### src/verilog/rmii_macros.svh
`ifndef RMII_MACROS_SVH
`define RMII_MACROS_SVH

// RMII symbol and byte widths
`define RMII_DIBIT_WIDTH        2
`define BYTE_WIDTH              8

// Ethernet CRC-32 in reflected form, register preset to all ones
`define CRC_WIDTH               32
`define CRC_POLY_REFLECTED      32'hEDB8_8320
`define CRC_RESIDUE             32'hDEBB_20E3

// Framing
`define SFD_BYTE                8'hD5
`define FCS_BYTES               4

// Frame buffer
`define RX_BUFFER_DEPTH         2048
`define RX_BUFFER_ADDR_WIDTH    11
`define DROP_COUNT_WIDTH        16

`endif

### src/verilog/rmii_pkg.sv
`default_nettype none
`include "rmii_macros.svh"

package rmii_pkg;

    typedef logic [`RMII_DIBIT_WIDTH-1:0]     dibit_t;
    typedef logic [`BYTE_WIDTH-1:0]           byte_t;
    typedef logic [`CRC_WIDTH-1:0]            crc_t;
    // Last marker in the top bit
    typedef logic [`BYTE_WIDTH:0]             rx_word_t;
    typedef logic [`RX_BUFFER_ADDR_WIDTH-1:0] buffer_addr_t;
    typedef logic [`DROP_COUNT_WIDTH-1:0]     drop_count_t;

    typedef enum logic [1:0] {
        packager_idle,
        packager_preamble,
        packager_data
    } packager_state_t;

    typedef enum logic [1:0] {
        checker_filling,
        checker_streaming,
        checker_discard
    } checker_state_t;

endpackage

`default_nettype wire

### src/verilog/byte_stream_if.sv
`default_nettype none

// No ready, the line cannot be stalled
interface byte_stream_if;

    rmii_pkg::byte_t data;
    logic            valid;
    logic            last;
    logic            error;

    modport source (
        output data,
        output valid,
        output last,
        output error
    );

    modport sink (
        input  data,
        input  valid,
        input  last,
        input  error
    );

endinterface

`default_nettype wire

### src/verilog/rmii_byte_packager.sv
`default_nettype none
`include "rmii_macros.svh"

module rmii_byte_packager (
    input  wire                   clock,
    input  wire                   reset,
    input  wire rmii_pkg::dibit_t rmii_receive_data,
    input  wire                   rmii_receive_data_enable,
    input  wire                   rmii_receive_data_error,
    byte_stream_if.source         bytes_out
);

    rmii_pkg::packager_state_t state;
    rmii_pkg::byte_t           shift;
    rmii_pkg::byte_t           next_shift;
    rmii_pkg::byte_t           held_byte;
    logic                      held_valid;
    logic [1:0]                dibit_count;
    logic                      error_seen;
    logic                      byte_done;
    logic                      frame_end;

    // Dibits arrive LSB first, so they enter at the top
    assign next_shift = {rmii_receive_data, shift[`BYTE_WIDTH-1:`RMII_DIBIT_WIDTH]};

    assign byte_done  = (state == rmii_pkg::packager_data) && rmii_receive_data_enable
                        && (dibit_count == 2'd3);
    assign frame_end  = (state == rmii_pkg::packager_data) && !rmii_receive_data_enable;

    //////////////////////////////////////////////////////////////////////
    // Frame FSM

    always_ff @(posedge clock) begin
        if (reset) begin
            state           <= rmii_pkg::packager_idle;
            held_valid      <= 1'b0;
            dibit_count     <= '0;
            error_seen      <= 1'b0;
            bytes_out.valid <= 1'b0;
            bytes_out.last  <= 1'b0;
            bytes_out.error <= 1'b0;
        end else begin
            bytes_out.valid <= 1'b0;
            case (state)
                rmii_pkg::packager_idle: begin
                    if (rmii_receive_data_enable) begin
                        error_seen <= rmii_receive_data_error;
                        state      <= rmii_pkg::packager_preamble;
                    end
                end
                rmii_pkg::packager_preamble: begin
                    if (!rmii_receive_data_enable) begin
                        state <= rmii_pkg::packager_idle;
                    end else begin
                        error_seen <= error_seen | rmii_receive_data_error;
                        if (next_shift == `SFD_BYTE) begin
                            state       <= rmii_pkg::packager_data;
                            dibit_count <= '0;
                            held_valid  <= 1'b0;
                        end
                    end
                end
                rmii_pkg::packager_data: begin
                    if (rmii_receive_data_enable) begin
                        error_seen  <= error_seen | rmii_receive_data_error;
                        dibit_count <= dibit_count + 2'd1;
                        // Release the previous byte, it is not the last one
                        if (byte_done) begin
                            held_valid      <= 1'b1;
                            bytes_out.valid <= held_valid;
                            bytes_out.last  <= 1'b0;
                            bytes_out.error <= 1'b0;
                        end
                    end else begin
                        state           <= rmii_pkg::packager_idle;
                        held_valid      <= 1'b0;
                        bytes_out.valid <= held_valid;
                        bytes_out.last  <= 1'b1;
                        // partial byte at the end counts as an error
                        bytes_out.error <= error_seen | (dibit_count != 2'd0);
                    end
                end
                default: begin
                    state <= rmii_pkg::packager_idle;
                end
            endcase
        end
    end

    //////////////////////////////////////////////////////////////////////
    // Byte assembly

    always_ff @(posedge clock) begin
        if (rmii_receive_data_enable) begin
            shift <= next_shift;
        end
        if (byte_done) begin
            held_byte <= next_shift;
        end
        if (byte_done || frame_end) begin
            bytes_out.data <= held_byte;
        end
    end

endmodule

`default_nettype wire

### src/flat_wrapper.sv
// flat-port wrapper written by rule: the top's interface ports become plain ports
module rmii_byte_packager_flat 
  (clock, reset, rmii_receive_data, rmii_receive_data_enable, rmii_receive_data_error, bytes_out_data, bytes_out_valid, bytes_out_last, bytes_out_error);
  byte_stream_if bytes_out_i ();
  input  wire clock;
  input  wire reset;
  input  wire rmii_pkg::dibit_t rmii_receive_data;
  input  wire rmii_receive_data_enable;
  input  wire rmii_receive_data_error;
  output wire logic [$bits(bytes_out_i.data)-1:0] bytes_out_data;
  output wire logic [$bits(bytes_out_i.valid)-1:0] bytes_out_valid;
  output wire logic [$bits(bytes_out_i.last)-1:0] bytes_out_last;
  output wire logic [$bits(bytes_out_i.error)-1:0] bytes_out_error;
  assign bytes_out_data = bytes_out_i.data;
  assign bytes_out_valid = bytes_out_i.valid;
  assign bytes_out_last = bytes_out_i.last;
  assign bytes_out_error = bytes_out_i.error;
  rmii_byte_packager u_core (.clock(clock), .reset(reset), .rmii_receive_data(rmii_receive_data), .rmii_receive_data_enable(rmii_receive_data_enable), .rmii_receive_data_error(rmii_receive_data_error), .bytes_out(bytes_out_i));
endmodule
### config.mk
export PLATFORM = sky130hd
export DESIGN_NAME = rmii_byte_packager_flat
export DESIGN_NICKNAME = d
export VERILOG_FILES = /design/src/verilog/rmii_pkg.sv /design/src/verilog/byte_stream_if.sv /design/src/verilog/rmii_byte_packager.sv /design/src/flat_wrapper.sv
export VERILOG_INCLUDE_DIRS = /design/src /design/src/verilog
export SDC_FILE = /design/constraint.sdc
export NUM_CORES = 1
export LEC_CHECK = 0
export ABC_AREA = 0
export BUFFER_PORTS_ARGS = -buffer_cell sky130_fd_sc_hd__buf_2
export CAP_MARGIN = 20
export CORE_MARGIN = 3
export CORE_UTILIZATION = 58
export CTS_BUF_LIST = sky130_fd_sc_hd__clkbuf_2 sky130_fd_sc_hd__clkbuf_4 sky130_fd_sc_hd__clkbuf_8
export CTS_CLUSTER_SIZE = 40
export DETAILED_ROUTE_END_ITERATION = 8
export GPL_TIMING_DRIVEN = 0
export PLACE_DENSITY = 0.8
export SLEW_MARGIN = 20
export SYNTH_ARGS = -nofsm -noshare
export SYNTH_HDL_FRONTEND = slang
export SYNTH_SLANG_ARGS = --single-unit
### constraint.sdc
create_clock -name clock -period 1.7 [get_ports clock]
set_input_delay 0.255 -clock clock [delete_from_list [all_inputs] [get_ports clock]]
set_output_delay 0.255 -clock clock [all_outputs]
set_load 0.05 [all_outputs]
After elaboration in Yosys (flattened, before gate mapping)

Cells that the tools add are included.

Bits in registers: 33

Bitwise operators: 3
Muxes and demuxes: 22
Reductions and logical operators: 16
Equal/unequal tests: 13
$add $sub $neg: 1

Operators with widths:

| cell                                                                    | count |
|---|---|
| 2-bit two-way mux                                                       | 7 |
| 1-bit two-way mux                                                       | 11 |
| 8-bit == test, second input constant                                    | 1 |
| 2-bit inequality test, second input constant                            | 4 |
| 4-bit AND reduction                                                     | 2 |
| 2-bit by 1-bit inequality test with 1-bit output, second input constant | 3 |
| 3-bit by 2-bit inequality test with 1-bit output, second input constant | 2 |
| 2-bit case mux with 3 select lines                                      | 1 |
| 3-bit AND reduction                                                     | 2 |
| 2-bit nonzero test                                                      | 3 |
| 2-bit == test, second input constant                                    | 2 |
| 1-bit case mux with 2 select lines                                      | 2 |
| 2-bit case mux with 2 select lines                                      | 1 |
| 2-bit OR reduction                                                      | 2 |
| 1-bit logical AND                                                       | 3 |
| 2-bit by 1-bit adder with 2-bit output, second input constant           | 1 |
| 2-bit by 1-bit == test with 1-bit output, second input constant         | 1 |
| 2-bit logical NOT                                                       | 1 |
| 1-bit bitwise OR                                                        | 2 |
| 2-bit AND reduction                                                     | 1 |
| 1-bit logical NOT                                                       | 1 |
| 1-bit logical OR                                                        | 1 |
| 1-bit NOT                                                               | 1 |

Logic depth before layout (Yosys ltp)

Word-level depth: 6
Depth in mapped cells: 7
Mapped depth without buffers: 6

Worst setup path before layout

Ideal clock, no wire load.

Path kind: reg-to-reg
From: reg u_core.state[0]
To: reg u_core.held_valid
Stages on the path, launching flop included: 7
Data required time: 1.614 ns
Buffers on the path: 0
Arrival: 1.340 ns
Slack: 0.275 ns
Path through: dfxtp_1 -> inv_1 -> ha_1 -> nand2_1 -> o31ai_2 -> a21oi_1 -> a211oi_1

Cells in the longest elaborated chain, start to end: 5
Elaborated cells on any way between the ends: 10
Those cells by class: eq/ne (5); mux (1); reduce/logical (4)

Ends and longest elaborated chain:

| element                                                    | RTL line                                           | RTL |
|---|---|---|
| start: declaration                                         | rmii_byte_packager.sv:13                           | `rmii_pkg::packager_state_t state;` |
| start signal: assignment                                   | rmii_byte_packager.sv:35                           | `state <= rmii_pkg::packager_idle;` |
| start signal: assignment                                   | rmii_byte_packager.sv:48                           | `state <= rmii_pkg::packager_preamble;` |
| start signal: assignment                                   | rmii_byte_packager.sv:53                           | `state <= rmii_pkg::packager_idle;` |
| 2-bit == test                                              | rmii_byte_packager.sv:26, rmii_byte_packager.sv:44 |  |
| 1-bit logical AND                                          | rmii_byte_packager.sv:26                           | `assign byte_done = (state == rmii_pkg::packager_data) && rmii_receive_data_enable` |
| 1-bit logical AND                                          | rmii_byte_packager.sv:27                           | `&& (dibit_count == 2'd3);` |
| 3-bit by 2-bit inequality test with 1-bit output (no line) | n/a                                                |  |
| 4-bit AND reduction (no line)                              | n/a                                                |  |
| end signal: assignment                                     | rmii_byte_packager.sv:36                           | `held_valid <= 1'b0;` |
| end signal: assignment                                     | rmii_byte_packager.sv:59                           | `held_valid <= 1'b0;` |
| end signal: assignment                                     | rmii_byte_packager.sv:69                           | `held_valid <= 1'b1;` |
| end: declaration                                           | rmii_byte_packager.sv:17                           | `logic held_valid;` |

Several ways; a longest one is shown, not always the timed one.
A chain may end at the register's enable or synchronous reset.

Worst setup path after layout

From: reg u_core.state[1]
To: reg u_core.held_valid

Same word-level chain as after synthesis.

==> impl_metrics.env <==
export IMPL_rsz0062_at_grt="no"
export IMPL_vias=858
export IMPL_r2r_cells=6
export IMPL_max_cap_violations=0
export IMPL_grt_pass1_wl_um=3600
export IMPL_dieArea_um2=2850
export IMPL_final_common_cell="edfxtp_1"
export IMPL_worst_path_max_fanout=6
export IMPL_cp_start_kind="flop"
export IMPL_rr_startpoint="u_core.state[1]$_SDFFE_PP0P_"
export IMPL_status="finished clean"
export IMPL_drc=0
export IMPL_netSwitchingFraction=0.241
export IMPL_antenna_found_initial=0
export IMPL_final_cell_mix="edfxtp_1 (22), buf_2 (18), a21oi_1 (9), inv_1 (7), dfxtp_1 (7)"
export IMPL_die_y_um=53.4
export IMPL_rows=16
export IMPL_core_um2=2040
export IMPL_num_antenna_cells=0
export IMPL_synth_top_area_share=0.507
export IMPL_grt_pass1_vias=807
export IMPL_synth_area_per_cell_um2=12.9
export IMPL_worstSetupPathType="flop to flop"
export IMPL_fmax_mhz=624
export IMPL_preCtsSetupSlack_ns=0.0662
export IMPL_worstPathRequired_ns=1.94
export IMPL_cts_tree="built"
export IMPL_detail_route_wl_per_cell_um=14.2
export IMPL_p_per_area_nw_per_um2=921
export IMPL_pwr_share_seq=0.623
export IMPL_drtAntennaViolNets=0
export IMPL_n_fill_cell=161
export IMPL_syn_area_um2=1300
export IMPL_stdcell_count=151
export IMPL_synth_top_cells_by_area="edfxtp_1 (51%), dfxtp_1 (14%), ha_1 (6.7%)"
export IMPL_synth_largest_area_cell="edfxtp_1"
export IMPL_drt_iter0_markers=31
export IMPL_synth_nets=114
export IMPL_seq_area_frac_synth=0.645
export IMPL_finalCriticalPeriod_ns=1.60
export IMPL_hp_class="input pin to flop"
export IMPL_drive_gt1_frac=0.258
export IMPL_portBuffers=16
export IMPL_cp_data_arrival_time_ns=1.84
export IMPL_multiInputGateArea_um2=422
export IMPL_initial_core_util=0.638
export IMPL_grt_max_degree=12
export IMPL_htreeDepth=2
export IMPL_seq_area_um2=843
export IMPL_clk_pin_slew_worst_paths_ns=0.10
export IMPL_vias_per_cell=5.68
export IMPL_hold_viol=0
export IMPL_cts_hold_buf=0
export IMPL_synthCells=101
export IMPL_cts_root_buffer_cell="clkbuf_4"
export IMPL_p_comb_frac=0.095
export IMPL_tightestPinTransition_ns=0.442
export IMPL_ios=17
export IMPL_power_leakage_nw=0.560
export IMPL_crit_path_end_kind="flop"
export IMPL_dp_cells=144
export IMPL_r2r_slack_ns=0.1
export IMPL_setup_worst_path_end="u_core.held_valid$_SDFFE_PP0P_"
export IMPL_max_clock_path_buffers=2
export IMPL_ys_ff_latch=31
export IMPL_holdWs_ns=0.165
export IMPL_ys_types=28
export IMPL_hpwl_um=1570
export IMPL_fp_dieW_um=53.4
export IMPL_setup_tns_final_ns=0
export IMPL_gp_congestion=0.875
export IMPL_cts_sinks=31
export IMPL_grt_usage=0.190
export IMPL_skew_ns=0.0138
export IMPL_cts_made_buffers=5
export IMPL_cp_startpoint="u_core.state[1]$_SDFFE_PP0P_"
export IMPL_yosysWarnings=0
export IMPL_final_setup_worst_slack_ns=0.0984
export IMPL_areaGrowthSynthToFinish_pct=12.7
export IMPL_p_total_mw=1.35
export IMPL_r2r_end="u_core.held_valid$_SDFFE_PP0P_"
export IMPL_globalRouteOverflowTotal=0
export IMPL_slew_headroom=0.702
export IMPL_vdd_ir_drop_worst_uv=634
export IMPL_p_sw_mw=0.327
export IMPL_final_nets=137
export IMPL_drt_wl_total_um=2140
export IMPL_firstDrtPassIters=4
export IMPL_p_clk_frac=0.282
export IMPL_internal_power_mw=1.03
export IMPL_setup_viol=0
export IMPL_period_share=0.942
export IMPL_drv_slew=0
export IMPL_clock_latency_ns=0.33
==> logic make-up after synthesis <==
family	after synthesis	share of synthesized area
AND/OR/NAND/NOR	30	0.152
multiplexers	1	0.00768
buffers and inverters	11	0.0336
AO/OA/AOI/OAI	21	0.0950
flip-flops	31	0.645
adder cells (fa/ha/maj)	7	0.0672
==> cell type report <==
type / instances / area share
Tap cell: 27 / 0.0230
Sequential cell: 31 / 0.574
Buffer: 3 / 0.00937
Inverter: 8 / 0.0204
Clock buffer: 5 / 0.0256
Multi-Input combinational cell: 59 / 0.287
Clock inverter: 2 / 0.00596
Timing Repair Buffer: 16 / 0.0545
==> timing repair <==
action / 4_1_cts / 5_1_grt
setup endpoints to repair: 0 / 10
hold endpoints to repair: 0 / 0
buffers inserted: 0 / 0
resized for setup: 0 / 4
==> per-stage QoR <==
| step | area [um2] | util |
|---|---|---|
| 6_report | 1470 | 0.719 |
| 5_1_grt | 1470 | 0.719 |
| 4_1_cts | 1460 | 0.717 |
| 3_5_place_dp | 1420 | 0.694 |
| 3_3_place_gp | 1420 | 0.694 |
| 2_1_floorplan | 1300 | - |
==> power by group through the flow <==
stage	sequential (mW)	combinational (mW)	clock, mW
finish	0.843	0.129	0.382
global route	0.846	0.144	0.423
CTS	0.842	0.126	0.390
detailed placement	0.859	0.125	0
global placement	0.857	0.121	0
floorplan	0.854	0.0933	0
==> critical path, stage by stage, from the launching register on <==
cell	delay (ns)
dfxtp_2	0.38
inv_1	0.08
ha_2	0.39
nand2_1	0.11
o31ai_2	0.25
a21oi_1	0.11
a211oi_1	0.19
==> cell usage after synthesis <==
library cell  instances
a31oi_1               2
or2_2                 1
nor4_1                1
o31ai_2               1
buf_2                 2
nand4bb_4             1
nor3_1                4
edfxtp_1             22
nand4_1               1
mux2i_1               1
nor3b_1               1
a21o_1                1
nand2b_1              5
a21oi_1               9
o31ai_1               1
nor2_1                6
inv_1                 8
nor2b_1               2
nor4b_1               1
nand4b_4              1
nand2_1               5
ha_1                  7
clkbuf_1              1
o22ai_1               1
and3_1                1
a211oi_1              1
o21ai_0               5
dfxtp_1               9
==> routing by layer <==
metal  track usage  share of wire
met5             0              0
met4        0.0979          0.029
met3        0.0873          0.082
met2         0.290           0.49
met1         0.221           0.40
==> registers in the layout (all words and copies together), names as in the netlist <==
register	count
u_core.error_seen	1
u_core.shift	6
u_core.bytes_out.valid	1
u_core.held_valid	1
u_core.state	2
u_core.held_byte	8
u_core.dibit_count	2
u_core.bytes_out.error	1
u_core.bytes_out.data	8
u_core.bytes_out.last	1
==> how the worst min path moves through the flow <==
stage | startpoint | depth (start not counted) | endpoint
after floorplan | rmii_receive_data[0] | 0 | u_core.held_byte[6]$_DFFE_PP_
after global routing | rmii_receive_data[0] | 1 | u_core.shift[6]$_DFFE_PP_
after CTS | rmii_receive_data[0] | 1 | u_core.shift[6]$_DFFE_PP_
after detailed placement | u_core.held_byte[6]$_DFFE_PP_ | 0 | u_core.bytes_out.data[6]$_DFFE_PP_
after global placement | u_core.held_byte[2]$_DFFE_PP_ | 0 | u_core.bytes_out.data[2]$_DFFE_PP_
final | rmii_receive_data[0] | 1 | u_core.shift[6]$_DFFE_PP_
Power figures use the tool's default switching activity.
